===== src/include/core_settings.svh =====
`ifndef CORE_SETTINGS_SVH
`define CORE_SETTINGS_SVH

// Word address width of the shared RAM.
`define CORE_ADR_W 10

`define CORE_DAT_W 32

// Instruction queue entries, a power of two of 2 or more.
`define CORE_INSQ_DEPTH 4

`endif


===== src/logic/wb_bus.sv =====
`timescale 1ns/1ps
`include "core_settings.svh"

interface wb_bus;
  logic                   cyc;
  logic                   stb;
  logic                   we;
  logic [`CORE_ADR_W-1:0] adr;
  logic [`CORE_DAT_W-1:0] dat_w;
  logic [`CORE_DAT_W-1:0] dat_r;
  logic                   ack;

  modport master (
    output cyc, stb, we, adr, dat_w,
    input  dat_r, ack
  );

  modport slave (
    input  cyc, stb, we, adr, dat_w,
    output dat_r, ack
  );
endinterface


===== src/logic/ifetch.sv =====
`timescale 1ns/1ps
`include "core_settings.svh"

module ifetch (
  input  logic                   clk_i,
  input  logic                   arst_n_i,
  input  logic                   run_i,
  wb_bus.master                  bus,
  output logic                   push_o,
  output logic [`CORE_DAT_W-1:0] push_data_o,
  input  logic                   full_i,
  input  logic                   almost_full_i
);
  logic [`CORE_ADR_W-1:0] pc;
  logic                   pending;
  logic                   strobe;
  logic                   issue;

  // A push in this cycle with one slot left fills the queue.
  assign issue = run_i && !pending && !full_i && !(push_o && almost_full_i);

  assign bus.cyc   = pending;
  assign bus.stb   = strobe;
  assign bus.we    = 1'b0;
  assign bus.adr   = pc;
  assign bus.dat_w = '0;

  always_ff @(posedge clk_i or negedge arst_n_i)
    if (!arst_n_i)
    begin
      pc      <= '0;
      pending <= 1'b0;
      strobe  <= 1'b0;
      push_o  <= 1'b0;
    end
    else
    begin
      strobe <= issue;
      push_o <= bus.ack;
      if (issue)
        pending <= 1'b1;
      else if (bus.ack)
      begin
        pending <= 1'b0;
        pc      <= pc + 1'b1;
      end
    end

  always_ff @(posedge clk_i)
    if (bus.ack)
      push_data_o <= bus.dat_r;
endmodule


===== src/flat_wrapper.sv =====
// flat-port wrapper written by rule: the top's interface ports become plain ports
module ifetch_flat 
  (clk_i, arst_n_i, run_i, push_o, push_data_o, full_i, almost_full_i, bus_cyc, bus_stb, bus_we, bus_adr, bus_dat_w, bus_dat_r, bus_ack);
  wb_bus bus_i ();
  input  logic clk_i;
  input  logic arst_n_i;
  input  logic run_i;
  output logic push_o;
  output logic [`CORE_DAT_W-1:0] push_data_o;
  input  logic full_i;
  input  logic almost_full_i;
  output wire logic [$bits(bus_i.cyc)-1:0] bus_cyc;
  output wire logic [$bits(bus_i.stb)-1:0] bus_stb;
  output wire logic [$bits(bus_i.we)-1:0] bus_we;
  output wire logic [$bits(bus_i.adr)-1:0] bus_adr;
  output wire logic [$bits(bus_i.dat_w)-1:0] bus_dat_w;
  input wire logic [$bits(bus_i.dat_r)-1:0] bus_dat_r;
  input wire logic [$bits(bus_i.ack)-1:0] bus_ack;
  assign bus_cyc = bus_i.cyc;
  assign bus_stb = bus_i.stb;
  assign bus_we = bus_i.we;
  assign bus_adr = bus_i.adr;
  assign bus_dat_w = bus_i.dat_w;
  assign bus_i.dat_r = bus_dat_r;
  assign bus_i.ack = bus_ack;
  ifetch u_core (.clk_i(clk_i), .arst_n_i(arst_n_i), .run_i(run_i), .bus(bus_i), .push_o(push_o), .push_data_o(push_data_o), .full_i(full_i), .almost_full_i(almost_full_i));
endmodule

===== config.mk =====
export PLATFORM = sky130hd
export DESIGN_NAME = ifetch_flat
export DESIGN_NICKNAME = d
export VERILOG_FILES = /design/src/logic/wb_bus.sv /design/src/logic/ifetch.sv /design/src/flat_wrapper.sv
export VERILOG_INCLUDE_DIRS = /design/src /design/src/include
export SDC_FILE = /design/constraint.sdc
export NUM_CORES = 1
export LEC_CHECK = 0
export BUFFER_PORTS_ARGS = -buffer_cell sky130_fd_sc_hd__buf_2
export CAP_MARGIN = 20
export CORE_AREA = 5 5 54 92
export CTS_CLUSTER_DIAMETER = 150
export DETAILED_ROUTE_END_ITERATION = 6
export DIE_AREA = 0 0 59 97
export PLACE_DENSITY = 0.81
export SYNTH_ARGS = -nofsm -noshare
export SYNTH_HDL_FRONTEND = slang
export SYNTH_SLANG_ARGS = --single-unit

===== constraint.sdc =====
create_clock -name clk_i -period 2.35 [get_ports clk_i]
set_input_delay 0.705 -clock clk_i [delete_from_list [all_inputs] [get_ports clk_i]]
set_output_delay 0.705 -clock clk_i [all_outputs]
set_load 0.02 [all_outputs]

* Word-level counts from Yosys, hierarchy flattened
Index checks and enable logic that the tools add are counted.
** Storage, ports and cells
- Register bits :: 45
- Input bits :: 38
- Output and inout port bits :: 78
- Word-level logic and storage cells :: 18
** Cells by class
- Add/subtract/negate cells :: 1
- Muxes and demuxes :: 2
- Bitwise logic cells :: 1
- Reductions and logical operators :: 9
** Operator list (count)
- $add 10x1->10 const B :: 1
- $logic_and 1x1->1 :: 4
- $logic_not 1->1 :: 3
- $mux 1 :: 2
- $reduce_and 2->1 :: 1
- $reduce_bool 2->1 :: 1
- $not 1->1 :: 1

* Longest topological paths before layout
- Depth in word-level cells :: 6
- Mapped depth :: 4

* Worst setup path before layout
OpenSTA, ideal clock, no wires.
- Kind :: input port to flip-flop
- Start point :: in almost_full_i
- End point :: reg u_core.pc[1] (netlist: u_core.bus.adr[1])
- Library setup time :: 0.125 ns
- Arrival :: 1.392 ns
- Data required time :: 2.225 ns
- Path slack :: 0.833 ns
- Stages on the path :: 3
- Path buffers :: 0
- Cells stage by stage :: a211oi_4 -> a21boi_4 -> mux2_4
** On the way
- Cells in the longest elaborated chain, start to end :: 5
** RTL lines
- start, declared :: RTL line flat_wrapper.sv:11 : input logic almost_full_i;
- $logic_and 1x1->1 :: RTL line ifetch.sv:20 : assign issue = run_i && !pending && !full_i && !(push_o && almost_full_i);
- $logic_not 1->1 :: RTL line ifetch.sv:20
- $logic_and 1x1->1 :: RTL line ifetch.sv:20
- $not 1->1 (no line)
- $reduce_and 2->1 (no line)
- end signal, assigned :: RTL line ifetch.sv:45 : pc <= pc + 1'b1;
- end, declared :: RTL line ifetch.sv:14 : logic [`CORE_ADR_W-1:0] pc;
Every way passes these cells.
A chain may end at the register's enable or synchronous reset.

* Final worst setup path
- Start point :: reg u_core.pc[2] (netlist: u_core.bus.adr[2])
- End point :: out bus_adr[2]
** RTL lines
- end, declared :: RTL line flat_wrapper.sv:15 : output wire logic [$bits(bus_i.adr)-1:0] bus_adr;
No word-level cell between the ends.

==> metrics.txt <==
# TYPE chip_impl_metric gauge
chip_impl_info{name="tritoncts_clock_tree",value="built"} 1
chip_impl_metric{name="postRouteWirelength",unit="mm"} 3.56
chip_impl_metric{name="crit_arrival",unit="ps"} 950
chip_impl_metric{name="inserted_diodes",unit=""} 0
chip_impl_metric{name="fin_skew",unit="ps"} 7.02
chip_impl_metric{name="yosysWarnings",unit=""} 0
chip_impl_metric{name="clock_insertion_delay_worst_skew",unit="ps"} 280
chip_impl_metric{name="post_drt_via_cell_ratio",unit=""} 4.37
chip_impl_metric{name="cp_num_buf_inv",unit=""} 1
chip_impl_metric{name="post-layout-total-power",unit="mW"} 2.04
chip_impl_metric{name="place.port_buffers",unit=""} 82
chip_impl_info{name="run_status",value="finished clean"} 1
chip_impl_metric{name="drt_drc_violations_left",unit=""} 0
chip_impl_metric{name="design.core.area",unit="mm^2"} 0.00411
chip_impl_metric{name="met3_use_gr",unit="%"} 4.26
chip_impl_metric{name="wire_length_of_the_first_global_routing_pass",unit="mm"} 5.42
chip_impl_metric{name="drt_pre_antenna_iters",unit=""} 4
chip_impl_metric{name="finish.utilization",unit="%"} 54.1
chip_impl_metric{name="horiz_die_dim",unit="um"} 59
chip_impl_metric{name="r2r_slack",unit="ps"} 1020
chip_impl_info{name="endpoint_type_of_the_worst_setup_path",value="primary output"} 1
chip_impl_info{name="globalRoute.busiestLayer",value="met2"} 1
chip_impl_metric{name="grt_max_degree",unit=""} 35
chip_impl_metric{name="post_synth_fa_ha_maj_area_fraction",unit="%"} 0.709
chip_impl_metric{name="cts.sink_count",unit=""} 45
chip_impl_info{name="critical_path.top_delay_family",value="flip-flops"} 1
chip_impl_metric{name="syn_inst",unit=""} 107
chip_impl_metric{name="gr-total-overflow",unit=""} 0
chip_impl_metric{name="use_met2",unit="%"} 20.3
chip_impl_metric{name="floorplan.initialDensity",unit="%"} 42.9
chip_impl_info{name="cp_cell_sequence",value="buf_2"} 1
chip_impl_metric{name="synth.ff_latch_count",unit=""} 45
chip_impl_metric{name="pre_cts_slack",unit="ps"} 638
chip_impl_metric{name="areaGrowthSynthToFinish",unit="%"} 26.0
chip_impl_metric{name="timing.final.setup_violations",unit=""} 0
chip_impl_metric{name="number_of_global_route_vias_before_repair",unit=""} 1118
chip_impl_metric{name="nNetsFinal",unit=""} 235
chip_impl_metric{name="max_freq",unit="MHz"} 603
chip_impl_metric{name="synth_mux_area_share",unit="%"} 0.851
chip_impl_info{name="min_path_type",value="in -> async"} 1
chip_impl_metric{name="whs",unit="ps"} 300
chip_impl_metric{name="cts-buffers-inserted",unit=""} 5
chip_impl_metric{name="clockBufferDepth",unit=""} 2
chip_impl_metric{name="antenna_violating_nets_left",unit=""} 0
chip_impl_metric{name="met1_routing_resource_usage_after_global_routing",unit="%"} 14.4
chip_impl_metric{name="postLayoutCellArea",unit="mm^2"} 0.00222
chip_impl_metric{name="finalSetupTns",unit="ps"} 0
chip_impl_metric{name="first_iter_violations",unit=""} 20
chip_impl_metric{name="crit_required",unit="ps"} 1640
chip_impl_metric{name="number_of_placed_i_o_pins",unit=""} 116
chip_impl_metric{name="fraction_of_layout_cells_with_a_size_suffix_above_1",unit="%"} 47.7
chip_impl_metric{name="timing.reg2reg.worst_path_depth",unit=""} 3
chip_impl_metric{name="synthesized_area_fraction_occupied_by_ao_oa_aoi_and_oai_cells",unit="%"} 2.98
chip_impl_metric{name="cts-htree-levels",unit=""} 2
chip_impl_metric{name="synth_cell_type_count",unit=""} 17
chip_impl_metric{name="die_h",unit="um"} 97
chip_impl_metric{name="min_period",unit="ps"} 1660
chip_impl_metric{name="syn_area",unit="mm^2"} 0.00176
chip_impl_metric{name="ys_seq_area_share",unit="%"} 72.9
chip_impl_metric{name="clk_transition_reported_paths",unit="ps"} 80
chip_impl_info{name="start_kind",value="flip-flop"} 1
chip_impl_metric{name="layout.cells.non_filler",unit=""} 246
chip_impl_metric{name="dp_hpwl",unit="mm"} 2.96
chip_impl_metric{name="max-cap-violations",unit=""} 0
chip_impl_metric{name="power_leakage",unit="nW"} 1.07
chip_impl_metric{name="floorplan.rows",unit=""} 31
chip_impl_info{name="unrepaired_setup_endpoints_after_global_routing",value="false"} 1
chip_impl_info{name="cts_root_buffer",value="clkbuf_8"} 1
chip_impl_info{name="critical-path-slowest-cell",value="dfrtp_1"} 1
chip_impl_metric{name="synthSimpleGateAreaFrac",unit="%"} 3.40
chip_impl_info{name="mostFrequentLayoutCells",value="82 x buf_2, 33 x conb_1, 32 x edfxtp_1, 13 x dfrtp_1, 7 x xnor2_1"} 1
chip_impl_info{name="r2r_start",value="u_core.bus.cyc$_DFFE_PN0P_"} 1
chip_impl_metric{name="slew_violations",unit=""} 0
chip_impl_metric{name="avgSynthCellArea",unit="um^2"} 16.5
chip_impl_metric{name="power_density",unit="mW/mm^2"} 920
chip_impl_metric{name="setup_slack",unit="ps"} 692
chip_impl_metric{name="drt-wirelength-per-cell",unit="um"} 14.5
chip_impl_info{name="leading_cell_type_in_the_layout_fill_and_taps_excluded",value="buf_2"} 1
chip_impl_info{name="timing_worst_setup_path_type",value="reg -> out"} 1
chip_impl_metric{name="synth-xor-area-share",unit="%"} 4.47
chip_impl_metric{name="cts-resized-gates",unit=""} 0
chip_impl_metric{name="hold_viol_final",unit=""} 0
chip_impl_metric{name="crit_path_max_incr_delay",unit="ps"} 460
chip_impl_metric{name="number_of_vias_in_the_routed_layout",unit=""} 1076
chip_impl_metric{name="initial_antenna_violation_count",unit=""} 0
chip_impl_metric{name="grt_use_total",unit="%"} 12.3
chip_impl_metric{name="cts-hold-fix-buffers",unit=""} 0
chip_impl_metric{name="critical_path.max_fanout",unit=""} 6
chip_impl_info{name="dominant_combinational_cell_family_by_area_after_synthesis",value="buffers and inverters"} 1
chip_impl_metric{name="place_inst",unit=""} 238
chip_impl_metric{name="place.gp.congestion",unit=""} 0.714
chip_impl_metric{name="post_cts_buffers",unit=""} 0
chip_impl_metric{name="ir_drop",unit="mV"} 0.435
chip_impl_metric{name="final.period_utilization",unit="%"} 70.6
chip_impl_metric{name="post_dp_cell_area",unit="mm^2"} 0.00212
chip_impl_info{name="r2r-end",value="u_core.bus.adr[1]$_DFFE_PN0P_"} 1
chip_impl_metric{name="die_area",unit="mm^2"} 0.00572
## metal layers
metal,part of all wire (%),vias up
met5,0,-
met2,47,85
li1,-,483
met1,35,502
met3,16,6
met4,1.3,0
## sequential cells by signal (all words and copies together) (netlist names)
signal,cells
u_core.bus.cyc,1
u_core.push_o,1
u_core.bus.adr,10
u_core.push_data_o,32
u_core.bus.stb,1
## layout make-up
class                   instances  area, um^2
fillers                       342        1890
inverters                       2        7.51
clock buffers                   6        72.6
multi-input cells              59         343
repair buffers                 83         418
well taps                      49        61.3
flip-flops and latches         45        1290
clock inverters                 2        35.0
## synth_stat cells, drive strengths merged
cell type,n,area [um^2]
o21ai,1,5.00
ha,1,12.5
a21oi,1,8.76
a21boi,1,18.8
conb,1,3.75
edfxtp,32,961
mux2,1,15.0
and3,2,12.5
xor2,2,17.5
xnor2,7,61.3
buf,33,248
inv,2,7.51
nand3,3,15.0
nand4,4,25.0
dfrtp,13,325
a211oi,1,20.0
nand2,2,7.51
## kinds of logic (layout without fill, tap and decap cells)
kind of cell,Yosys count,after routing
other cells,1,33
flops,45,45
buf+inv,35,93
simple gates,11,11
compound gates,4,4
xor+xnor,9,9
mux,1,1
fa+ha+maj,1,1
## how the worst max path moves through the flow
stage	startpoint	end	depth (start not counted)
CTS	u_core.bus.adr[2]$_DFFE_PN0P_	bus_adr[2]	1
detailed placement	almost_full_i	u_core.bus.adr[1]$_DFFE_PN0P_	4
global route	u_core.bus.adr[2]$_DFFE_PN0P_	bus_adr[2]	1
floorplan	almost_full_i	u_core.bus.adr[1]$_DFFE_PN0P_	3
global placement	almost_full_i	u_core.bus.adr[1]$_DFFE_PN0P_	4
finish	u_core.bus.adr[2]$_DFFE_PN0P_	bus_adr[2]	1
## report_power, final
| group | leakage (nW) | internal [mW] | switching (mW) | total (mW) |
|---|---|---|---|---|
| clock | 0.0552 | 0.315 | 0.225 | 0.540 |
| combinational | 0.531 | 0.159 | 0.300 | 0.460 |
| sequential | 0.479 | 0.961 | 0.0839 | 1.05 |
No activity file was read; power rests on OpenSTA's default activity.
