<file path="config.mk">
export PLATFORM = sky130hd
export DESIGN_NAME = execute_flat
export DESIGN_NICKNAME = d
export VERILOG_FILES = /design/src/logic/core_pkg.sv /design/src/logic/wb_bus.sv /design/src/logic/execute.sv /design/src/flat_wrapper.sv
export VERILOG_INCLUDE_DIRS = /design/src /design/src/include
export SDC_FILE = /design/constraint.sdc
export NUM_CORES = 1
export LEC_CHECK = 0
export BUFFER_PORTS_ARGS = -buffer_cell sky130_fd_sc_hd__buf_4
export CORE_UTILIZATION = 50
export CTS_BUF_LIST = sky130_fd_sc_hd__clkbuf_4
export DETAILED_ROUTE_END_ITERATION = 8
export HOLD_SLACK_MARGIN = 0.12
export PLACE_DENSITY = 0.83
export SLEW_MARGIN = 40
export SYNTH_ARGS = -nofsm -noshare
export SYNTH_HDL_FRONTEND = slang
export SYNTH_SLANG_ARGS = --single-unit
</file>
<file path="constraint.sdc">
create_clock -name clk_i -period 2.9 [get_ports clk_i]
set_clock_uncertainty 0.15 [all_clocks]
set_input_delay 0.58 -clock clk_i [delete_from_list [all_inputs] [get_ports clk_i]]
set_output_delay 0.58 -clock clk_i [all_outputs]
set_load 0.02 [all_outputs]
</file>
<file path="src/include/core_settings.svh">
`ifndef CORE_SETTINGS_SVH
`define CORE_SETTINGS_SVH

// Word address width of the shared RAM.
`define CORE_ADR_W 10

`define CORE_DAT_W 32

// Instruction queue entries, a power of two of 2 or more.
`define CORE_INSQ_DEPTH 4

`endif

</file>
<file path="src/logic/core_pkg.sv">
`include "core_settings.svh"

package core_pkg;

  typedef enum logic [3:0] {
    NOP   = 4'h0,
    LDI   = 4'h1,
    ADDI  = 4'h2,
    LOAD  = 4'h3,
    STORE = 4'h4,
    HALT  = 4'hf
  } opcode_e;

  typedef enum logic [1:0] {EXE_RUN, EXE_MEM, EXE_HALTED} exe_state_e;

  function automatic opcode_e op_of(input logic [`CORE_DAT_W-1:0] ins);
    return opcode_e'(ins[31:28]);
  endfunction

  // Immediate or word address, zero-extended.
  function automatic logic [`CORE_DAT_W-1:0] imm_of(input logic [`CORE_DAT_W-1:0] ins);
    return {{(`CORE_DAT_W-16){1'b0}}, ins[15:0]};
  endfunction

endpackage

</file>
<file path="src/logic/wb_bus.sv">
`timescale 1ns/1ps
`include "core_settings.svh"

interface wb_bus;
  logic                   cyc;
  logic                   stb;
  logic                   we;
  logic [`CORE_ADR_W-1:0] adr;
  logic [`CORE_DAT_W-1:0] dat_w;
  logic [`CORE_DAT_W-1:0] dat_r;
  logic                   ack;

  modport master (
    output cyc, stb, we, adr, dat_w,
    input  dat_r, ack
  );

  modport slave (
    input  cyc, stb, we, adr, dat_w,
    output dat_r, ack
  );
endinterface

</file>
<file path="src/logic/execute.sv">
`timescale 1ns/1ps
`include "core_settings.svh"

module execute (
  input  logic                   clk_i,
  input  logic                   arst_n_i,
  input  logic                   run_i,
  input  logic                   empty_i,
  input  logic [`CORE_DAT_W-1:0] head_i,
  output logic                   pop_o,
  wb_bus.master                  bus,
  output logic [`CORE_DAT_W-1:0] acc_o,
  output logic                   st_valid_o,
  output logic [`CORE_ADR_W-1:0] st_adr_o,
  output logic [`CORE_DAT_W-1:0] st_dat_o,
  output logic                   halted_o
);
  import core_pkg::*;

  exe_state_e             state;
  opcode_e                op;
  logic [`CORE_DAT_W-1:0] imm;
  logic [`CORE_DAT_W-1:0] acc;
  logic                   go;
  logic                   mem_op;
  logic                   cyc;
  logic                   stb;
  logic                   we;
  logic [`CORE_ADR_W-1:0] adr;
  logic [`CORE_DAT_W-1:0] wdat;

  assign op     = op_of(head_i);
  assign imm    = imm_of(head_i);
  assign go     = (state == EXE_RUN) && run_i && !empty_i;
  assign mem_op = (op == LOAD) || (op == STORE);

  // Loads and stores leave the queue in their ack cycle.
  assign pop_o      = (go && !mem_op) || ((state == EXE_MEM) && bus.ack);
  assign st_valid_o = (state == EXE_MEM) && bus.ack && we;
  assign st_adr_o   = adr;
  assign st_dat_o   = wdat;
  assign halted_o   = (state == EXE_HALTED);
  assign acc_o      = acc;

  assign bus.cyc   = cyc;
  assign bus.stb   = stb;
  assign bus.we    = we;
  assign bus.adr   = adr;
  assign bus.dat_w = wdat;

  always_ff @(posedge clk_i or negedge arst_n_i)
    if (!arst_n_i)
    begin
      state <= EXE_RUN;
      acc   <= '0;
      cyc   <= 1'b0;
      stb   <= 1'b0;
      we    <= 1'b0;
    end
    else
    begin
      stb <= 1'b0;
      case (state)
        EXE_RUN:
          if (go)
          begin
            case (op)
              LDI:  acc <= imm;
              ADDI: acc <= acc + imm; // Wraps modulo 2**32.
              LOAD, STORE:
              begin
                cyc   <= 1'b1;
                stb   <= 1'b1;
                we    <= (op == STORE);
                state <= EXE_MEM;
              end
              HALT:    state <= EXE_HALTED;
              default: ; // Unknown opcodes run as NOP.
            endcase
          end
        EXE_MEM:
          if (bus.ack)
          begin
            cyc   <= 1'b0;
            state <= EXE_RUN;
            if (!we)
              acc <= bus.dat_r;
          end
        default: ;
      endcase
    end

  always_ff @(posedge clk_i)
    if (go && mem_op)
    begin
      adr  <= imm[`CORE_ADR_W-1:0];
      wdat <= acc;
    end
endmodule

</file>
<file path="src/flat_wrapper.sv">
// flat-port wrapper written by rule: the top's interface ports become plain ports
module execute_flat import core_pkg::*;
  (clk_i, arst_n_i, run_i, empty_i, head_i, pop_o, acc_o, st_valid_o, st_adr_o, st_dat_o, halted_o, bus_cyc, bus_stb, bus_we, bus_adr, bus_dat_w, bus_dat_r, bus_ack);
  wb_bus bus_i ();
  input  logic clk_i;
  input  logic arst_n_i;
  input  logic run_i;
  input  logic empty_i;
  input  logic [`CORE_DAT_W-1:0] head_i;
  output logic pop_o;
  output logic [`CORE_DAT_W-1:0] acc_o;
  output logic st_valid_o;
  output logic [`CORE_ADR_W-1:0] st_adr_o;
  output logic [`CORE_DAT_W-1:0] st_dat_o;
  output logic halted_o;
  output wire logic [$bits(bus_i.cyc)-1:0] bus_cyc;
  output wire logic [$bits(bus_i.stb)-1:0] bus_stb;
  output wire logic [$bits(bus_i.we)-1:0] bus_we;
  output wire logic [$bits(bus_i.adr)-1:0] bus_adr;
  output wire logic [$bits(bus_i.dat_w)-1:0] bus_dat_w;
  input wire logic [$bits(bus_i.dat_r)-1:0] bus_dat_r;
  input wire logic [$bits(bus_i.ack)-1:0] bus_ack;
  assign bus_cyc = bus_i.cyc;
  assign bus_stb = bus_i.stb;
  assign bus_we = bus_i.we;
  assign bus_adr = bus_i.adr;
  assign bus_dat_w = bus_i.dat_w;
  assign bus_i.dat_r = bus_dat_r;
  assign bus_i.ack = bus_ack;
  execute u_core (.clk_i(clk_i), .arst_n_i(arst_n_i), .run_i(run_i), .empty_i(empty_i), .head_i(head_i), .pop_o(pop_o), .bus(bus_i), .acc_o(acc_o), .st_valid_o(st_valid_o), .st_adr_o(st_adr_o), .st_dat_o(st_dat_o), .halted_o(halted_o));
endmodule
</file>
=== Word-level counts from Yosys, hierarchy flattened ===
Cells that the tools add are included.

* Shift operators: 0
* Add/sub/neg operators: 1
* Bitwise gates (word level): 0
* Divide/modulo/power cells: 0
* Reduce and logical (&&, ||, !) cells: 17
* Order comparisons: 0
* Muxes and demuxes: 16
* Multipliers: 0
* Equality and inequality tests: 13

{| class="wikitable"
|+ Operators by type and width
! cell !! count
|-
| $pmux 32 s2 || 2
|-
| $mux 32 || 3
|-
| $add 32x16->32 || 1
|-
| $eq 4x2->1 const B || 2
|-
| $pmux 2 s2 || 2
|-
| $reduce_and 4->1 || 2
|-
| $logic_and 1x1->1 || 6
|-
| $mux 1 || 6
|-
| $ne 2x2->1 const B || 3
|-
| $ne 3x3->1 const B || 2
|-
| $reduce_and 5->1 || 1
|-
| $eq 4x1->1 const B || 1
|-
| $eq 4x3->1 const B || 1
|-
| $eq 4x4->1 const B || 1
|-
| $mux 2 || 2
|-
| $reduce_and 3->1 || 1
|-
| $eq 2x1->1 const B || 1
|-
| $eq 2x2->1 const B || 1
|-
| $logic_not 1->1 || 2
|-
| $logic_not 2->1 || 1
|-
| $logic_or 1x1->1 || 2
|-
| $ne 2x1->1 const B || 1
|-
| $pmux 1 s2 || 1
|-
| $reduce_bool 2->1 || 1
|-
| $reduce_or 2->1 || 1
|}

* Memory bits (read-only): 0
* RAM bits: 0
* Word-level logic and storage cells: 54
* Register bits: 79
* Memories: 0
* Bits in latches: 0
* Output and inout port bits: 122
* Bits of input ports: 69

=== Logic depth before layout (Yosys ltp) ===
Gate-level depths: netlist of run 1.

* Depth in word-level cells: 5
* Gate-level depth with buffers: 10
* Mapped depth without buffers: 9

=== Worst setup path before layout of run 1 ===
Ideal clock, no wire load.

* Kind: input to register
* Start point: input empty_i
* End point: register u_core.adr[0], in the netlist u_core.bus.adr[0], enable pin
* Library setup time: 402 ps
* Arrival time: 2276 ps
* Required time: 2348 ps
* Cell stages on the path: 3
* Path buffers: 1
* Setup slack: 73 ps
* Cell sequence: or4b_1 -> buf_2 -> and2b_1

* Cells in the longest elaborated chain, start to end: 3

{| class="wikitable"
|+ RTL lines
! item !! line !! source
|-
| start: declaration || flat_wrapper.sv:8 || <nowiki>input logic empty_i;</nowiki>
|-
| $logic_not 1->1 || execute.sv:34 || <nowiki>assign go = (state == EXE_RUN) && run_i && !empty_i;</nowiki>
|-
| $logic_and 1x1->1 || execute.sv:34 ||
|-
| $logic_and 1x1->1 || execute.sv:94 || <nowiki>if (go && mem_op)</nowiki>
|-
| end signal: assignment || execute.sv:96 || <nowiki>adr <= imm[`CORE_ADR_W-1:0];</nowiki>
|-
| end: declaration || execute.sv:29 || <nowiki>logic [`CORE_ADR_W-1:0] adr;</nowiki>
|}

Every way passes these cells.
A chain may end at the register's enable or synchronous reset.

=== Final worst setup path of run 1 ===
* Start point: register u_core.state[0]
* End point: output pop_o

* Cells in the longest elaborated chain, start to end: 5
* Elaborated cells on any way between the ends: 7
* Classes of those cells: eq/ne (1); reduce/logical (6)

{| class="wikitable"
|+ RTL lines
! item !! line !! source
|-
| start: declaration || execute.sv:20 || <nowiki>exe_state_e state;</nowiki>
|-
| start signal: assignment || execute.sv:54 || <nowiki>state <= EXE_RUN;</nowiki>
|-
| start signal: assignment || execute.sv:75 || <nowiki>state <= EXE_MEM;</nowiki>
|-
| start signal: assignment || execute.sv:77 || <nowiki>HALT: state <= EXE_HALTED;</nowiki>
|-
| $logic_not 2->1 || execute.sv:34 ||
|-
| $logic_and 1x1->1 (2 in a row) || execute.sv:34 ||
|-
| $logic_and 1x1->1 || execute.sv:38 || <nowiki>assign pop_o = (go && !mem_op) || ((state == EXE_MEM) && bus.ack);</nowiki>
|-
| $logic_or 1x1->1 * || execute.sv:38 ||
|-
| end: declaration || flat_wrapper.sv:10 || <nowiki>output logic pop_o;</nowiki>
|}

Every way passes the cells marked *; elsewhere a longest branch is shown, timed or not.

==> results.md, run 1 <==
* Status: complete, no violations
* YS warnings at 0
* Minimum clock period at about 2.7 ns
* Yosys reg bits at 79
* Crit-path max FO at 7
* Part of the power in combinational logic at approximately 44%
* Slew HR at approximately two thirds
* Finished Layout Cells at between 700 and 800
* Worst EP arrival at roughly 2.0 ns
* Post-synth cell types at 57
* Initial Util at 51.9%
* Initial DRC Count at 277
* Most used DFF post-synth: edfxtp_1
* Dpl hpwl at 9.65 mm
* Worst-margin pin slew at about 0.52 ns
* Max Cap Violations at 0
* Number of setup buffers added after CTS at 0
* Largest net degree at the start of global routing at 38
* Fin util at 70.1%
* Worst Hold Class: input pin to flop
* Vias in the first global route at 4154
* Gate Count Post-Synth at 450
* CTS Sinks at between 70 and 80
* Dpl cells at just over 700
* CTS tree: done
* Net switching power at 1.68 mW
* Sequential-to-total area share from yosys stat at 48.3%
* First-pass GRT wire length at between 20 and 25 mm
* Total negative slack at 0 ns
* Reg2Reg Depth at 8
* DR vias/cell at between 5 and 6
* Critical path launch point type: flop
* Longest Clk Path Bufs at 2
* Seq. cell area at around 2200 µm²
* Share of layout cells above drive strength 1 at between 30 and 40%
* Synthesized Nets at between 500 and 600
* CTS Buf Count at 9
* Sequential power share at between 30 and 40%
* Pre-CTS setup slack at -0.231 ns
* GRT overflow at 0
* Multi-input logic area at between 1500 and 2000 µm²
* Hold Vio Cnt, Final at 0
* Final GP Congestion at 0.903
* Critical path class: flop to output pin
* Internal cell power at around 2.6 mW
* RSZ-0062 raised after global routing: false
* Row count at 34
* Post-synth EDFFs at 42
* Worst Path Required at between 2 and 2.5 ns
* Die Y at roughly 100 µm
* Clk Latency, worst-skew pair at around 0.45 ns
* Initial antenna violation count at 0
* Vias at roughly 4300
* Worst hold stages at 1
* Final ANT Viol Nets at 0
* Hold WS at between 0.15 and 0.2 ns
* DRC violation count after routing at 0
* Final WL at about 13 mm
* Reg clk slew, reported paths at around 0.14 ns
* Total Routing Usage GR at between 20 and 30%
* I/O Pins at between 150 and 200
* Finish-stage setup viols at 0
* Async S/R FF share, synth at between 40 and 50%
* Syn Area/Cell at approximately 10 µm²
* Wire length per cell at 18.1 µm
* Setup crit end kind: output pin
* Net Sw Frac at 39.1%
* Clk pwr share at 18.6%
* Area growth, synth to finish at 35.2%
* Mapped Area at around 4500 µm²
* Max Fclk at 0.364 GHz
* Peak supply drop at approximately 0.00037 V
* Power density cells at ~700 nW/µm²
* Final Cycle Share at a little over nine tenths
* Leakage power at approximately 2.7 nW
* Clock tree root buffer cell: clkbuf_4
* Fillers at between 600 and 700
* PortBufs at between 150 and 200
* H-tree Lvls at 3
* Nets at around 710
* # diodes at 0
* Drt pass-1 iters at 5
* Core area at 8720 µm²
* Die Wd at slightly below 100 µm
* Slew Viols, Final at 0
* Final worst slack at 0.151 ns
* Die ar. at 9430 µm²
## layer usage
metal / global-route usage (%) / part of all wire, % / vias up
met4: 11.9 / 2.0 / 0
met5: 0 / 0 / -
met1: 36.2 / 41 / 2071
met3: 3.45 / 6.7 / 22
met2: 47.9 / 50 / 213
li1: - / - / 1979
## cells in the mapped netlist, types with 5 or more instances
master    instances  area [µm²]
a31oi_1           5        31.3
nor3_1            8        40.0
inv_1             9        33.8
o31a_1            5        43.8
a21oi_1          42         210
xnor2_1          12         105
buf_4            42         315
nor2_1           18        67.6
nand4_1           8        50.1
o21ai_0          27         135
dfrtp_1          37         926
o211ai_1         11        82.6
o21bai_1          5        37.5
and3_1            5        31.3
a21o_1           11        82.6
ha_1             16         200
edfxtp_1         42        1260
nand2_1          51         191
or3_1             8        50.1
clkbuf_1         15        56.3
nand3_1           8        40.0
## layout by cell type, fill, tap and decap left out, types with 3 or more instances in the layout
| cell | synthesis | layout |
|---|---|---|
| buf_4 | 42 | 221 |
| nand2_1 | 51 | 51 |
| edfxtp_1 | 42 | 42 |
| a21oi_1 | 42 | 40 |
| dfrtp_1 | 37 | 37 |
| o21ai_0 | 27 | 27 |
| nor2_1 | 18 | 17 |
| ha_1 | 16 | 16 |
| xnor2_1 | 12 | 12 |
| a21o_1 | 11 | 11 |
| o211ai_1 | 11 | 11 |
| clkbuf_4 | 0 | 10 |
| inv_1 | 9 | 9 |
| nor3_1 | 8 | 8 |
| or3_1 | 8 | 8 |
| nand4_1 | 8 | 8 |
| nand3_1 | 8 | 8 |
| and3_1 | 5 | 5 |
| a31oi_1 | 5 | 5 |
| o31a_1 | 5 | 5 |
| nor2b_1 | 4 | 4 |
| and4_1 | 4 | 4 |
| o21bai_1 | 5 | 4 |
| a211oi_1 | 3 | 3 |
| o221ai_1 | 3 | 3 |
| or4_1 | 3 | 3 |
| o22ai_1 | 3 | 3 |
## power by group through the flow
| stage | logic, mW | clock network (mW) | registers, mW |
|---|---|---|---|
| floorplan | 0.893 | 0 | 1.75 |
| finish | 1.91 | 0.801 | 1.59 |
| CTS | 1.88 | 0.798 | 1.58 |
| global route | 2.08 | 0.837 | 1.61 |
| global placement | 1.81 | 0 | 1.60 |
| detailed placement | 1.86 | 0 | 1.61 |
## final timing paths
path,startpoint,end,slack (ns)
max,u_core.state[0],pop_o,0.15
min,head_i[4],u_core.bus.adr[4],0.16
max reg2reg,u_core.acc_o[11],u_core.acc_o[28],0.17
min reg2reg,u_core.bus.cyc,u_core.bus.cyc,0.36
max in group asynchronous,arst_n_i,u_core.acc_o[5],1.74
min in group asynchronous,arst_n_i,u_core.acc_o[20],0.48
## critical path, cell delays in order, from the launching register on
cell and delay (ns):
dfrtp_1 0.44, or4b_1 0.61, buf_4 0.20, o21ai_0 0.16, buf_4 0.16
## stage by stage
| step | power, mW | area (µm²) |
|---|---|---|
| floorplan | 2.64 | 4520 |
| global placement | 3.41 | 5920 |
| detailed placement | 3.47 | 5920 |
| CTS | 4.26 | 6100 |
| global route | 4.53 | 6120 |
| finish | 4.30 | 6120 |
## sequential cells by signal (all words and copies together) (netlist names)
name,flops
u_core.acc_o,32
u_core.bus.dat_w,32
u_core.bus.adr,10
u_core.state,2
u_core.bus.cyc,1
u_core.bus.stb,1
u_core.bus.we,1
## repair_timing
item                       4_1_cts  5_1_grt
hold buffers                     1        0
setup endpoints to repair        1        9
pin swaps                        0        1
resized for setup                1        5
hold endpoints to repair        37        0
## cell type report
cell class	count	area share, %
sequential	79	35.8
inverter	9	0.552
clock inverter	6	1.53
clock buffer	10	1.23
multi-input combinational	300	31.4
tap	108	2.21
timing repair buffer	222	27.3
## cell families (layout without fill, tap and decap cells)
kind of cell / Yosys count / count (layout) / share of synthesized area, %
simple gates: 135 / 135 / 15.5
compound gates: 134 / 134 / 19.0
flops: 79 / 79 / 48.3
buf+inv: 71 / 247 / 9.62
fa+ha+maj: 17 / 17 / 4.87
xor+xnor: 14 / 14 / 2.71
Note: power is estimated with default switching activity, not from simulation.
==> run 2, diff against run 1 <==
CORE_MARGIN = 8   (was default)
==> run 2 against run 1 <==
Sequential share of layout area fell by 0.33 points. Critical path depth increased by 7. Register-to-register slack got worse by 0.06 ns. Clock power shrank 22%. Die area increased by 31%. Core utilization increased by 0.32 points. Critical path type is now flop to flop. Highest routed layer unchanged.
==> results.md, run 2 (synthesized netlist as in run 1, its figures left out) <==
* Status: complete, no violations
* Dpl hpwl at 11.1 mm (+15%)
* Leakage power at 2.76 nW (+0.63%)
* DR vias/cell at 5.76 (-1.3%)
* Final WL at 14.6 mm (+9.4%)
* Wire length per cell at 19.6 µm (+7.8%)
* CP delay by family, top: compound AO/OA/AOI/OAI gates
* Power density cells at 687 nW/µm² (-2.4%)
* Die ar. at 12300 µm² (+31%)
* Area growth, synth to finish at 36.5%
* Worst Hold Class: input pin to flop
* Most common cell after layout, fill and taps aside: buf_4
* Final GP Congestion at 0.927 (+2.7%)
* Worst hold stages at 1 (unchanged)
* Reg2Reg Depth at 11 (+3)
* Final Cycle Share at 96.1% (+1.3 points)
* Max Fclk at 0.359 GHz (-1.4%)
* Worst hold start: head_i[5]
* DRC violation count after routing at 0 (unchanged)
* Peak supply drop at 0.000341 V (-7.7%)
* Worst hold endpoint: u_core.bus.adr[5]
* Die Wd at 111 µm (+14%)
* Core area at 8760 µm² (+0.49%)
* Clock tree root buffer cell: clkbuf_4
* Clk Latency, worst-skew pair at 0.44 ns (about the same)
* Hold Vio Cnt, Final at 0 (unchanged)
* Slew HR at 50.4% (-15 points)
* Slowest-stage cell, CP: dfrtp_1
* Minimum clock period at 2.79 ns (+0.0389 ns)
* Initial DRC Count at 314 (+13%)
* Nets at 717 (+1.4%)
* Worst EP arrival at 2.99 ns (+0.97 ns)
* Clk pwr share at 14.8% (-3.8 points)
* Most frequent cells in the layout: 231 x buf_4, 51 x nand2_1, 42 x edfxtp_1
* Max Cap Violations at 0 (unchanged)
* Setup crit end kind: flop
* CTS tree: done
* Power, Total at 4.24 mW (-1.5%)
* Final worst slack at 0.112 ns (-0.0389 ns)
* Reg clk slew, reported paths at 0.16 ns (+0.02 ns)
* Worst path bufs/invs at 3 (+1)
* Crit-path max FO at 5 (-2)
* Fin util at 70.5% (+0.32 points)
* Longest Clk Path Bufs at 2 (unchanged)
* Sequential power share at 37.7% (+0.8 points)
* Internal cell power at 2.52 mW (-3.8%)
* Crit Reg-Reg Startpoint: u_core.acc_o[0]
* Part of the power in combinational logic at 47.5% (+3.1 points)
* Initial antenna violation count at 1 (+1)
* First-pass GRT wire length at 22.8 mm (+8.4%)
* Final ANT Viol Nets at 0 (unchanged)
* Drt pass-1 iters at 5 (unchanged)
* Critical R2R Capture: u_core.acc_o[21]
* Total Routing Usage GR at 22.5% (-5.6 points)
* Largest net degree at the start of global routing at 38 (unchanged)
* CTS Sinks at 79 (unchanged)
* Vias at 4291 (+0.14%)
* Fillers at 675 (+0.15%)
* PortBufs at 178 (unchanged)
* Critical Path Max Stage Delay at 0.43 ns (-0.18 ns)
* CTS Buf Count at 9 (unchanged)
* Net switching power at 1.72 mW (+2.2%)
* Critical path class: flop to flop
* Slew Viols, Final at 0 (unchanged)
* I/O Pins at 191 (unchanged)
* Vias in the first global route at 4453 (+7.2%)
* Net Sw Frac at 40.6% (+1.5 points)
* GRT overflow at 0 (unchanged)
* Finish-stage setup viols at 0 (unchanged)
* Most used cell, CP: buf_4
* Initial Util at 51.6% (-0.25 points)
* H-tree Lvls at 3 (unchanged)
* Worst-margin pin slew at 0.744 ns (+0.223 ns)
* Worst path cell trace: ha_1 > a21o_1 > nand4_1 > a2111oi_2 > buf_4 > nand4b_1 > buf_4 > buf_4 > nand4_1 > a21o_1 > a22o_1
* Row count at 34 (unchanged)
* Pre-CTS setup slack at -0.227 ns (+0.00396 ns)
* Critical path launch point type: flop
* Die Y at 111 µm (+14%)
* Worst Path Required at 3.10 ns (+0.93 ns)
* Reg-to-reg setup timing slack at 0.11 ns (-0.06 ns)
* Share of layout cells above drive strength 1 at 40.9% (+1.1 points)
run 2: cell count changes in the layout (fill, tap and decap cells not counted), moves of 2 or more:
cell / previous run / this run
bufinv_16: 2 / 0
clkinv_4: 2 / 0
buf_4: 221 / 231
clkinvlp_4: 1 / 3
ha_1: 16 / 14
ha_4: 0 / 2
run 2: metrics by stage:
stage / area [µm²] / setup TNS, ns / hold slack [ns] / cells
5_1_grt: 6170 / -0.0103 / 0.161 / 745
6_report: 6170 / 0 / 0.186 / 745
3_3_place_gp: 5960 / -2.15 / 0.320 / 723
4_1_cts: 6110 / 0 / 0.163 / 740
3_5_place_dp: 5960 / -2.24 / 0.326 / 723
2_1_floorplan: 4520 / 0 / 0.134 / 450
run 2: final cells by class:
class	count	area, µm²	area share [%]
diodes	1	2.50	0.0405
clock buffers	9	67.6	1.09
clock inverters	7	55.1	0.892
inverters	9	33.8	0.547
multi-input cells	300	1950	31.6
flip-flops and latches	79	2190	35.4
well taps	108	135	2.19
repair buffers	232	1740	28.2
run 2: worst max-delay path by stage:
stage,start,end,cells after the start
final,u_core.acc_o[0],u_core.acc_o[21],11
after global routing,u_core.acc_o[2],u_core.acc_o[21],10
after CTS,u_core.acc_o[3],u_core.acc_o[31],8
after detailed placement,head_i[0],u_core.acc_o[16],11
after global placement,head_i[1],u_core.acc_o[31],10
after floorplan,empty_i,u_core.bus.adr[0],3
run 2: worst register-to-register path: cells and delay by family, from the launching register on:
family | cells | cell delay [ns]
fa+ha+maj | 1 | 0.23
simple gates | 3 | 0.49
compound gates | 4 | 0.97
buf+inv | 3 | 0.44
flops | 1 | 0.43
run 2: metal layers:
layer  track usage, %  wire [µm]  up-vias
met5                0          0        -
met4             9.69        333        0
met3             4.82        980       25
met2             38.6       7340      209
met1             26.5       5910     2059
li1                 -          -     1998
run 2: power groups by stage:
stage / Clock (mW) / Sequential [mW] / Combinational, mW
after detailed placement: 0 / 1.61 / 1.92
after CTS: 0.632 / 1.59 / 1.94
final: 0.628 / 1.60 / 2.02
after floorplan: 0 / 1.75 / 0.893
after global placement: 0 / 1.59 / 1.88
after global routing: 0.672 / 1.62 / 2.17
run 2: what timing repair did:
| item | CTS | global route |
|---|---|---|
| hold buffers | 1 | 0 |
| endpoints found under the hold margin | 37 | 0 |
| resized for setup | 2 | 7 |
| pin swaps | 0 | 1 |
| gates cloned | 0 | 0 |
| setup endpoints to repair | 1 | 9 |
| buffers inserted | 0 | 4 |
