File: config.mk
export PLATFORM = sky130hd
export DESIGN_NAME = buscontrol_flat
export DESIGN_NICKNAME = d
export VERILOG_FILES = /design/src/logic/wb_bus.sv /design/src/logic/buscontrol.sv /design/src/flat_wrapper.sv
export VERILOG_INCLUDE_DIRS = /design/src /design/src/include
export SDC_FILE = /design/constraint.sdc
export NUM_CORES = 1
export LEC_CHECK = 0
export BUFFER_PORTS_ARGS = -buffer_cell sky130_fd_sc_hd__buf_2
export CAP_MARGIN = 10
export CORE_AREA = 2 2 107 109
export CTS_CLUSTER_SIZE = 12
export DETAILED_ROUTE_END_ITERATION = 8
export DIE_AREA = 0 0 109 111
export GPL_TIMING_DRIVEN = 0
export MAX_ROUTING_LAYER = met4
export PLACE_DENSITY_LB_ADDON = 0.25
export SYNTH_ARGS = -nofsm -noshare
export SYNTH_HDL_FRONTEND = slang
export SYNTH_SLANG_ARGS = --single-unit
File: constraint.sdc
create_clock -name clk_i -period 1.35 [get_ports clk_i]
set_input_delay 0.135 -clock clk_i [delete_from_list [all_inputs] [get_ports clk_i]]
set_output_delay 0.135 -clock clk_i [all_outputs]
set_load 0.02 [all_outputs]
File: src/include/core_settings.svh
`ifndef CORE_SETTINGS_SVH
`define CORE_SETTINGS_SVH

// Word address width of the shared RAM.
`define CORE_ADR_W 10

`define CORE_DAT_W 32

// Instruction queue entries, a power of two of 2 or more.
`define CORE_INSQ_DEPTH 4

`endif

File: src/logic/wb_bus.sv
`timescale 1ns/1ps
`include "core_settings.svh"

interface wb_bus;
  logic                   cyc;
  logic                   stb;
  logic                   we;
  logic [`CORE_ADR_W-1:0] adr;
  logic [`CORE_DAT_W-1:0] dat_w;
  logic [`CORE_DAT_W-1:0] dat_r;
  logic                   ack;

  modport master (
    output cyc, stb, we, adr, dat_w,
    input  dat_r, ack
  );

  modport slave (
    input  cyc, stb, we, adr, dat_w,
    output dat_r, ack
  );
endinterface

File: src/logic/buscontrol.sv
`timescale 1ns/1ps
`include "core_settings.svh"

module buscontrol (
  input  logic                   clk_i,
  input  logic                   arst_n_i,
  input  logic                   run_i,
  input  logic                   load_we_i,
  input  logic [`CORE_ADR_W-1:0] load_adr_i,
  input  logic [`CORE_DAT_W-1:0] load_dat_i,
  wb_bus.slave                   ins_bus,
  wb_bus.slave                   dat_bus,
  wb_bus.master                  mem_bus
);
  logic busy;    // Granted access waits for ack.
  logic gnt_dat;
  logic ins_wait;
  logic dat_wait;
  logic ins_req;
  logic dat_req;
  logic start;
  logic use_dat;

  // A strobe that finds the RAM busy is held until granted.
  assign ins_req = (ins_bus.cyc && ins_bus.stb) || ins_wait;
  assign dat_req = (dat_bus.cyc && dat_bus.stb) || dat_wait;
  assign start   = run_i && !busy && (ins_req || dat_req);
  assign use_dat = busy ? gnt_dat : dat_req; // Data bus has priority.

  assign mem_bus.cyc   = run_i ? (busy || start) : load_we_i;
  assign mem_bus.stb   = run_i ? start : load_we_i;
  assign mem_bus.we    = run_i ? (use_dat ? dat_bus.we : ins_bus.we) : 1'b1;
  assign mem_bus.adr   = run_i ? (use_dat ? dat_bus.adr : ins_bus.adr) : load_adr_i;
  assign mem_bus.dat_w = run_i ? (use_dat ? dat_bus.dat_w : ins_bus.dat_w) : load_dat_i;

  assign ins_bus.dat_r = mem_bus.dat_r;
  assign dat_bus.dat_r = mem_bus.dat_r;
  assign ins_bus.ack   = mem_bus.ack && busy && !gnt_dat;
  assign dat_bus.ack   = mem_bus.ack && busy && gnt_dat;

  always_ff @(posedge clk_i or negedge arst_n_i)
    if (!arst_n_i)
    begin
      busy     <= 1'b0;
      gnt_dat  <= 1'b0;
      ins_wait <= 1'b0;
      dat_wait <= 1'b0;
    end
    else
    begin
      if (start)
      begin
        busy    <= 1'b1;
        gnt_dat <= dat_req;
      end
      else if (mem_bus.ack)
        busy <= 1'b0;
      ins_wait <= ins_req && !(start && !dat_req);
      dat_wait <= dat_req && !start;
    end
endmodule

File: src/flat_wrapper.sv
// flat-port wrapper written by rule: the top's interface ports become plain ports
module buscontrol_flat 
  (clk_i, arst_n_i, run_i, load_we_i, load_adr_i, load_dat_i, ins_bus_cyc, ins_bus_stb, ins_bus_we, ins_bus_adr, ins_bus_dat_w, ins_bus_dat_r, ins_bus_ack, dat_bus_cyc, dat_bus_stb, dat_bus_we, dat_bus_adr, dat_bus_dat_w, dat_bus_dat_r, dat_bus_ack, mem_bus_cyc, mem_bus_stb, mem_bus_we, mem_bus_adr, mem_bus_dat_w, mem_bus_dat_r, mem_bus_ack);
  wb_bus ins_bus_i ();
  wb_bus dat_bus_i ();
  wb_bus mem_bus_i ();
  input  logic clk_i;
  input  logic arst_n_i;
  input  logic run_i;
  input  logic load_we_i;
  input  logic [`CORE_ADR_W-1:0] load_adr_i;
  input  logic [`CORE_DAT_W-1:0] load_dat_i;
  input wire logic [$bits(ins_bus_i.cyc)-1:0] ins_bus_cyc;
  input wire logic [$bits(ins_bus_i.stb)-1:0] ins_bus_stb;
  input wire logic [$bits(ins_bus_i.we)-1:0] ins_bus_we;
  input wire logic [$bits(ins_bus_i.adr)-1:0] ins_bus_adr;
  input wire logic [$bits(ins_bus_i.dat_w)-1:0] ins_bus_dat_w;
  output wire logic [$bits(ins_bus_i.dat_r)-1:0] ins_bus_dat_r;
  output wire logic [$bits(ins_bus_i.ack)-1:0] ins_bus_ack;
  input wire logic [$bits(dat_bus_i.cyc)-1:0] dat_bus_cyc;
  input wire logic [$bits(dat_bus_i.stb)-1:0] dat_bus_stb;
  input wire logic [$bits(dat_bus_i.we)-1:0] dat_bus_we;
  input wire logic [$bits(dat_bus_i.adr)-1:0] dat_bus_adr;
  input wire logic [$bits(dat_bus_i.dat_w)-1:0] dat_bus_dat_w;
  output wire logic [$bits(dat_bus_i.dat_r)-1:0] dat_bus_dat_r;
  output wire logic [$bits(dat_bus_i.ack)-1:0] dat_bus_ack;
  output wire logic [$bits(mem_bus_i.cyc)-1:0] mem_bus_cyc;
  output wire logic [$bits(mem_bus_i.stb)-1:0] mem_bus_stb;
  output wire logic [$bits(mem_bus_i.we)-1:0] mem_bus_we;
  output wire logic [$bits(mem_bus_i.adr)-1:0] mem_bus_adr;
  output wire logic [$bits(mem_bus_i.dat_w)-1:0] mem_bus_dat_w;
  input wire logic [$bits(mem_bus_i.dat_r)-1:0] mem_bus_dat_r;
  input wire logic [$bits(mem_bus_i.ack)-1:0] mem_bus_ack;
  assign ins_bus_i.cyc = ins_bus_cyc;
  assign ins_bus_i.stb = ins_bus_stb;
  assign ins_bus_i.we = ins_bus_we;
  assign ins_bus_i.adr = ins_bus_adr;
  assign ins_bus_i.dat_w = ins_bus_dat_w;
  assign ins_bus_dat_r = ins_bus_i.dat_r;
  assign ins_bus_ack = ins_bus_i.ack;
  assign dat_bus_i.cyc = dat_bus_cyc;
  assign dat_bus_i.stb = dat_bus_stb;
  assign dat_bus_i.we = dat_bus_we;
  assign dat_bus_i.adr = dat_bus_adr;
  assign dat_bus_i.dat_w = dat_bus_dat_w;
  assign dat_bus_dat_r = dat_bus_i.dat_r;
  assign dat_bus_ack = dat_bus_i.ack;
  assign mem_bus_cyc = mem_bus_i.cyc;
  assign mem_bus_stb = mem_bus_i.stb;
  assign mem_bus_we = mem_bus_i.we;
  assign mem_bus_adr = mem_bus_i.adr;
  assign mem_bus_dat_w = mem_bus_i.dat_w;
  assign mem_bus_i.dat_r = mem_bus_dat_r;
  assign mem_bus_i.ack = mem_bus_ack;
  buscontrol u_core (.clk_i(clk_i), .arst_n_i(arst_n_i), .run_i(run_i), .load_we_i(load_we_i), .load_adr_i(load_adr_i), .load_dat_i(load_dat_i), .ins_bus(ins_bus_i), .dat_bus(dat_bus_i), .mem_bus(mem_bus_i));
endmodule
**After elaboration in Yosys (flattened, before gate mapping)**

Index checks and enable logic that the tools add are counted.

- Bits in registers: 4
- Bits of input ports: 169
- Output and inout bits: 111

- Muxes and demuxes: 11
- Reductions and logical operators: 20

Operator list:

| operator | number |
|---|---|
| 32-bit 2-to-1 mux | 2 |
| 10-bit 2-to-1 mux | 2 |
| 1-bit logical AND | 10 |
| 1-bit 2-to-1 mux | 7 |
| 1-bit logical NOT | 5 |
| 1-bit logical OR | 4 |
| 2-bit nonzero test | 1 |

**Longest topological paths before layout**

Gate-level depths: netlist of the first run.

- Depth after elaboration: 7
- Mapped depth: 5
- Gate-level depth less buffers: 3

**Least setup slack after synthesis of the first run**

No wires, ideal clock.

- Path type: reg-to-output
- Start: reg u_core.busy
- End: out mem_bus_dat_w[1]
- Arrival: 1.417 ns
- Required time: 1.215 ns
- Slack: -0.202 ns
- Stages on the path, launching flop included: 5
- Path through: dfrtp_1 a211oi_4 buf_2 o21ai_0 a31oi_1

- Longest elaborated chain between the ends: 3

RTL lines:

| item | line | RTL |
|---|---|---|
| start, declared | buscontrol.sv:15 | `logic busy;` |
| start signal, assigned | buscontrol.sv:44 | `busy <= 1'b0;` |
| start signal, assigned | buscontrol.sv:53 | `busy <= 1'b1;` |
| start signal, assigned | buscontrol.sv:57 | `busy <= 1'b0;` |
| 1-bit 2-to-1 mux | buscontrol.sv:28 | `assign use_dat = busy ? gnt_dat : dat_req;` |
| 32-bit 2-to-1 mux (2 in series) | buscontrol.sv:34 | `assign mem_bus.dat_w = run_i ? (use_dat ? dat_bus.dat_w : ins_bus.dat_w) : load_dat_i;` |
| end, declared | flat_wrapper.sv:31 | `output wire logic [$bits(mem_bus_i.dat_w)-1:0] mem_bus_dat_w;` |

No other way between the ends.

**Worst setup path after layout of the first run**

- Start: reg u_core.busy
- End: out mem_bus_dat_w[17]

Same word-level chain as after synthesis.

==> results of run 1 <==
[worst max-delay path: cells and delay by family (launching register included)]
kind,cells,cell delay (ns)
buffers and inverters,3,0.49
and+or+nand+nor,1,0.10
DFF,1,0.43
AOI/OAI and AO/OA,2,0.40
[routing by layer]
metal  routed length (um)  vias to the layer above  track usage
met5                    0                        -            -
met4                   51                        0      0.01709
met3                  864                        6      0.02234
met2                 5130                      149       0.2799
met1                 3624                     1418       0.1626
li1                     -                     1489            -
[cell usage after synthesis, types with 2 or more instances]
cell,n
nand2b_1,2
o21ai_1,12
buf_2,14
buf_6,4
o21ai_0,33
clkbuf_1,8
nor2_1,45
a21oi_1,4
o22ai_1,2
a31oi_1,42
inv_1,2
dfrtp_1,4
nand3_1,44
buf_4,65
[through the flow]
stage	cell area, sq um	TNS, ns	utilization
global placement	3485	-18.53	0.3146
finish	4209	-18.48	0.3800
detailed placement	3485	-19.76	0.3146
floorplan	2074	-2.793	-
global route	4209	-21.15	0.3800
CTS	3890	-19.51	0.3512
[power groups by stage]
stage          sequential (mW)  combinational [mW]  clock, mW
2_1_floorplan            0.196                2.01          0
3_3_place_gp             0.208                2.89          0
3_5_place_dp             0.213                2.91          0
4_1_cts                  0.205                3.49      0.471
5_1_grt                  0.209                4.18      0.477
6_report                 0.205                3.89      0.462
[repair_timing]
action / 4_1_cts / 5_1_grt
endpoints found under the setup margin: 45 / 47
hold buffers: 1 / 0
resized for setup: 113 / 64
setup buffers: 4 / 2
pin swaps: 9 / 13
cloned: 1 / 1
endpoints found under the hold margin: 4 / 0
[area by class of cell]
cell class | instances | share of cell area
clock buffer | 3 | 0.01784
multi-input combinational | 191 | 0.3749
timing repair buffer | 255 | 0.3573
tap | 143 | 0.04251
sequential | 4 | 0.02408
buffer | 92 | 0.1816
inverter | 2 | 0.001784
[state kept, by name, indices dropped and copies added, names as in the netlist]
register,cells
u_core.busy,1
u_core.gnt_dat,1
u_core.dat_wait,1
u_core.ins_wait,1
[final timing paths]
check / slack, ns / end / from / depth (start not counted)
min: 0.14 / u_core.busy / mem_bus_ack / 2
max in group asynchronous: 0.98 / u_core.busy / arst_n_i / 2
min reg2reg: 0.54 / u_core.ins_wait / u_core.ins_wait / 2
max reg2reg: 0.10 / u_core.ins_wait / u_core.busy / 5
min in group asynchronous: 0.24 / u_core.gnt_dat / arst_n_i / 2
max: -0.46 / mem_bus_dat_w[17] / u_core.busy / 6
[cells by family after synthesis]
logic type,Yosys count,synth area share
and+or+nand+nor,96,0.2513
AOI/OAI and AO/OA,95,0.3170
buffers and inverters,94,0.3740
DFF,4,0.05776
==> summary.txt, run 1 <==
Power and ir drop
  • Sw Share: 0.4856
  • Leak: 2.064 nW
  • Power share of the combinational group: 0.854
  • Final Power: 4.562 mW
  • VDD IR max: about 0.00092 V
  • Internal power: 2.347 mW
  • Pwr dens: 1084 nW/um^2
  • Flop pwr share: 0.045
  • Psw: 2.215 mW
  • Clock share of power: 0.101

Route
  • Initial DRC count: 93
  • DRC Markers: 0
  • Post-DR vias/cell: 4.438
  • Pre-antenna DRT Iters: 4
  • ANT nets after route: 0
  • Wire per inst: between 10 and 15 um
  • Vias: 3062
  • Final WL: roughly 9700 um

Timing
  • Skew final: 0.001647 ns
  • Hold Fails Final Rpt: 0
  • Fraction of the cycle the final worst path needs: 1.337
  • WHS: roughly 0.14 ns
  • RSZ-0062 raised after global routing: yes
  • Slew HR: 0.5344
  • Finish-stage setup viols: 45
  • FMAX: 553.9 MHz
  • Pins over their slew limit: 0
  • Worst-Margin Slew: roughly 0.70 ns
  • Setup slack after layout: -0.4554 ns
  • Final min period: 1.805 ns

Synthesis
  • Yosys reg bits: 4
  • Synth warnings: 0
  • Area of the mapped netlist: 1733 sq um
  • Synth top area cells: buf_4, a31oi_1, nand3_1, nor2_1, o21ai_0
  • Mapped Nets: 458
  • Avg Cell Area, Syn: ~6.0 sq um
  • Area share of the largest cell type after synthesis: 0.2816
  • Sequential-to-total area share from yosys stat: 0.05776
  • Post-synth EDFFs: 0
  • Top FF cell, synth: dfrtp_1
  • Synth Instances: 289
  • Cell accounting for the most synthesized area: buf_4
  • FFs w/ async S/R, synth: 1.000
  • Library cells used by synthesis: 22

Final layout
  • Leading cell type in the layout, fill and taps excluded: buf_2
  • Final Non-Filler Cells: 690
  • Share of cells above drive strength 1: 0.8044
  • Commonest non-fill, non-tap cells in the layout: buf_2, buf_4, nor2_1
  • ANT cells: 0
  • Reg area: 101.3 sq um
  • Area Overhead vs Synth: 142.9%
  • Multi-input gate area: ~1600 sq um
  • Final net count: 718
  • Fillers: 1226

Global routing
  • Largest net degree at the start of global routing: 11
  • Total GRT Usage: 0.1471
  • First-pass GRT wire length: 14070 um
  • GRT Residual Overflow: 0
  • Initial antenna violation count: 0
  • Vias in the first global route: approximately 3100

Status
  • Failing checks: setup timing
  • Outcome: finished, violations left

Setup path
  • Crit path capture type: output pin
  • Crit Path Max Fanout: 10
  • Startpoint types: flip-flop
  • Crit-path slowest cell: dfrtp_2
  • Worst Path Arrival: 1.67 ns
  • CP required: between 1 and 1.5 ns
  • WS Path Type: reg -> out
  • CP cell instances: a211o_1, buf_8, buf_12, nand3_1, a31oi_2, buf_4
  • Crit path largest cell delay: between 0.4 and 0.5 ns

Floorplanning
  • Core Area: about 11000 sq um
  • Top-level port count: between 200 and 300
  • Die H: 111 um
  • Initial cell density of the core: 0.1564
  • DIE AREA: between 10000 and 15000 sq um
  • Rows: 39
  • Die X: between 100 and 150 um

Clocking
  • CTS Sinks: 4
  • Bufs on Longest Clock Path: 2
  • H-tree Lvls: 1
  • Clk slew on worst S/H paths: 0.03 ns
  • CTS tree: yes
  • Worst-Skew Late Latency: 0.22 ns
  • CTS root buf: clkbuf_16
  • Total CTS buffers: 3

Placed design
  • DP Cell Count: 678
  • Detailed Place HPWL: approximately 7500 um
  • PortBufs: 246
  • DP Worst Slack: -0.5506 ns
  • GP Congestion: 0.8015

Job
  • Max-Cap Viols: 0

Min path
  • Hold WC Path Type: in -> reg
Power figures use the tool's default switching activity.
==> inputs of run 2 (changes only) <==
--- a/config.mk
+++ b/config.mk
@@ -6,12 +6,13 @@
 export SDC_FILE = /design/constraint.sdc
 export NUM_CORES = 1
 export LEC_CHECK = 0
+export ABC_AREA = 1
 export BUFFER_PORTS_ARGS = -buffer_cell sky130_fd_sc_hd__buf_2
 export CAP_MARGIN = 10
-export CORE_AREA = 2 2 107 109
+export CORE_AREA = 2 2 108 110
 export CTS_CLUSTER_SIZE = 12
 export DETAILED_ROUTE_END_ITERATION = 8
-export DIE_AREA = 0 0 109 111
+export DIE_AREA = 0 0 110 112
 export GPL_TIMING_DRIVEN = 0
 export MAX_ROUTING_LAYER = met4
 export PLACE_DENSITY_LB_ADDON = 0.25
==> constraint.sdc (replaced) <==
create_clock -name clk_i -period 1.35 [get_ports clk_i]
set_input_delay 0.135 -clock clk_i [delete_from_list [all_inputs] [get_ports clk_i]]
set_output_delay 0.135 -clock clk_i [all_outputs]
set_load 0.1 [all_outputs]
==> summary.txt, run 2 <==
Placed design
  • PortBufs: 246 (unchanged)
  • Placed cell areas: 3797 sq um (was 3485 sq um)
  • Detailed Place HPWL: 7446 um (was 7481 um)
  • GP Congestion: 0.7622 (was 0.8015)
  • DP Cell Count: 801 (was 678)

Floorplanning
  • Rows: 39 (unchanged)
  • Die H: 112 um (was 111 um)
  • DIE AREA: 12320 sq um (was 12100 sq um)
  • Initial cell density of the core: 0.1833 (was 0.1564)
  • Core Area: 11170 sq um (was 11080 sq um)
  • Top-level port count: 280 (unchanged)
  • Die X: 110 um (was 109 um)

Synthesis
  • Synth top area cells: nand2_1, buf_4, nand3_1, inv_1, dfrtp_1 (was buf_4, a31oi_1, nand3_1, nor2_1, o21ai_0)
  • Cell accounting for the most synthesized area: nand2_1 (was buf_4)
  • Top FF cell, synth: dfrtp_1 (unchanged)
  • Yosys reg bits: 4 (unchanged)
  • Sequential-to-total area share from yosys stat: 0.04887 (was 0.05776)
  • Post-synth EDFFs: 0 (unchanged)
  • Library cells used by synthesis: 17 (was 22)
  • FFs w/ async S/R, synth: 1.000 (unchanged)
  • Synth Instances: 412 (was 289)
  • Avg Cell Area, Syn: 4.971 sq um (was 5.996 sq um)
  • Most instantiated library cell after synthesis: nand2_1 (was buf_4)
  • Synth warnings: 0 (unchanged)
  • Area share of the largest cell type after synthesis: 0.2474 (was 0.2816)
  • Mapped Nets: 581 (was 458)
  • Area of the mapped netlist: 2048 sq um (was 1733 sq um)
  • Synth top cells by count: nand2_1, inv_1, nand3_1 (was buf_4, nor2_1, nand3_1)

Timing
  • WHS: 0.1365 ns (was 0.1391 ns)
  • Slew HR: 0.5168 (was 0.5344)
  • Final min period: 1.780 ns (was 1.805 ns)
  • Pins over their slew limit: 0 (unchanged)
  • Worst-Margin Slew: 0.7248 ns (was 0.6985 ns)
  • Fraction of the cycle the final worst path needs: 1.319 (was 1.337)
  • Hold Fails Final Rpt: 0 (unchanged)
  • Skew final: 0.0003024 ns (was 0.001647 ns)
  • RSZ-0062 raised after global routing: yes (unchanged)
  • FMAX: 561.7 MHz (was 553.9 MHz)
  • Finish-stage setup viols: 44 (was 45)
  • Setup slack after layout: -0.4302 ns (was -0.4554 ns)

Setup path
  • WS Path Type: reg -> out (unchanged)
  • CP required: 1.22 ns (about the same)
  • Crit path capture type: output pin (unchanged)
  • Worst Path Arrival: 1.65 ns (was 1.67 ns)
  • Crit Path Max Fanout: 10 (unchanged)
  • FF-to-FF setup slack: 0.32 ns (was 0.10 ns)
  • Startpoint types: flip-flop (unchanged)

Global routing
  • Total GRT Usage: 0.1431 (was 0.1471)
  • First-pass GRT wire length: 14030 um (was 14070 um)
  • Vias in the first global route: 3151 (was 3072)
  • Initial antenna violation count: 0 (unchanged)
  • Largest net degree at the start of global routing: 11 (unchanged)
  • GRT Residual Overflow: 0 (unchanged)

Final layout
  • Commonest non-fill, non-tap cells in the layout: buf_2, nand2_1, inv_1 (was buf_2, buf_4, nor2_1)
  • Area Overhead vs Synth: 137.3% (was 142.9%)
  • Leading cell type in the layout, fill and taps excluded: buf_2 (unchanged)
  • Final net count: 839 (was 718)
  • Design area: 4861 sq um (was 4209 sq um)
  • Multi-input gate area: 1568 sq um (was 1578 sq um)
  • Share of cells above drive strength 1: 0.6452 (was 0.8044)
  • Reg area: 101.3 sq um (unchanged)
  • Fillers: 1133 (was 1226)
  • Post-Route Utilization: 0.4350 (was 0.3800)
  • Final Non-Filler Cells: 811 (was 690)
  • ANT cells: 0 (unchanged)

Route
  • Post-DR vias/cell: 4.067 (was 4.438)
  • Vias: 3298 (was 3062)
  • Final WL: 9454 um (was 9669 um)
  • DRC Markers: 0 (unchanged)
  • ANT nets after route: 0 (unchanged)
  • Initial DRC count: 154 (was 93)
  • Wire per inst: 11.66 um (was 14.01 um)
  • Pre-antenna DRT Iters: 4 (unchanged)

Clocking
  • CTS tree: yes (unchanged)
  • CTS Sinks: 4 (unchanged)
  • Clk slew on worst S/H paths: 0.03 ns (about the same)
  • H-tree Lvls: 1 (unchanged)
  • CTS root buf: clkbuf_16 (unchanged)
  • Bufs on Longest Clock Path: 2 (unchanged)
  • Worst-Skew Late Latency: 0.22 ns (about the same)
  • Total CTS buffers: 3 (unchanged)

Power and ir drop
  • Pwr dens: 1500 nW/um^2 (was 1084 nW/um^2)
  • Leak: 2.948 nW (was 2.064 nW)
  • VDD IR max: 0.0008208 V (was 0.0009213 V)

Job
  • Max-Cap Viols: 0 (unchanged)

Status
  • Failing checks: setup timing (unchanged)
  • Outcome: finished, violations left (unchanged)

Min path
  • Hold WC Path Type: in -> reg (unchanged)
==> run 2: cell types whose count changed after synthesis, moves of 2 or more <==
cell and change:
nor2_1 -42, o21ai_0 -30, inv_2 +2, o22ai_1 -2
a31oi_1 -42, buf_2 -4, clkbuf_1 -4, inv_1 +85
o21ai_1 -12, nand2_1 +134, buf_1 +3, nand3_1 +42
nand2b_1 -2
==> run 2: layout make-up <==
| cell class | instances | share of cell area |
|---|---|---|
| Inverter | 89 | 0.06873 |
| Tap cell | 143 | 0.03681 |
| Sequential cell | 4 | 0.02085 |
| Clock buffer | 3 | 0.01544 |
| Buffer | 85 | 0.1326 |
| Timing Repair Buffer | 253 | 0.4031 |
| Multi-Input combinational cell | 234 | 0.3225 |
==> run 2: path summary, 6_finish.rpt <==
| kind | cells after the start | start | end |
|---|---|---|---|
| worst min-delay path | 2 | mem_bus_ack | u_core.busy |
| worst max register to register | 4 | u_core.busy | u_core.gnt_dat |
| min in group asynchronous | 2 | arst_n_i | u_core.ins_wait |
| worst max-delay path | 8 | u_core.busy | mem_bus_dat_w[9] |
| worst min register to register | 2 | u_core.gnt_dat | u_core.gnt_dat |
| max in group asynchronous | 2 | arst_n_i | u_core.busy |
==> run 2: cells by family after synthesis <==
family                 count (synthesis)  share of synthesized area
AOI/OAI and AO/OA                      6                    0.01466
and+or+nand+nor                      228                     0.4795
DFF                                    4                    0.04887
buffers and inverters                174                     0.4569
==> run 2: where the power goes <==
part | total [mW] | switching (mW) | leakage (nW) | internal, mW
Sequential | 0.195 | 0.0343 | 0.0467 | 0.161
Combinational | 6.63 | 4.46 | 2.86 | 2.18
Clock | 0.461 | 0.0824 | 0.0370 | 0.378
Total | 7.29 | 4.58 | 2.95 | 2.71
==> run 2: timing repair <==
action | CTS | global route
setup endpoints to repair | 47 | 47
pin swaps | 2 | 2
resized for setup | 225 | 14
buffers inserted | 5 | 1
hold buffers | 1 | 0
hold endpoints to repair | 4 | 0
==> run 2: through the flow <==
| step | setup TNS [ns] | power, mW | setup WS [ns] |
|---|---|---|---|
| 6_report | -17.44 | 7.290 | -0.4302 |
| 5_1_grt | -22.25 | 7.627 | -0.5396 |
| 4_1_cts | -18.27 | 7.242 | -0.4497 |
| 3_5_place_dp | -20.74 | 5.441 | -0.5129 |
| 3_3_place_gp | -20.53 | 5.422 | -0.5060 |
| 2_1_floorplan | -0.3509 | 4.631 | -0.07889 |
==> run 2: metal layers <==
| metal | GRT usage | wire (um) | vias up |
|---|---|---|---|
| li1 | - | - | 1671 |
| met5 | - | 0 | - |
| met4 | 0.01013 | 23 | 0 |
| met2 | 0.2798 | 5158 | 152 |
| met3 | 0.01288 | 817 | 4 |
| met1 | 0.1594 | 3455 | 1471 |
==> run 2: worst max-delay path: stages, from the launching register on <==
cell	delay, ns
dfrtp_2	0.43
inv_2	0.09
nand3_4	0.18
nand2_8	0.18
buf_8	0.14
nand2_1	0.07
nand3_2	0.09
nand2_4	0.06
buf_12	0.16
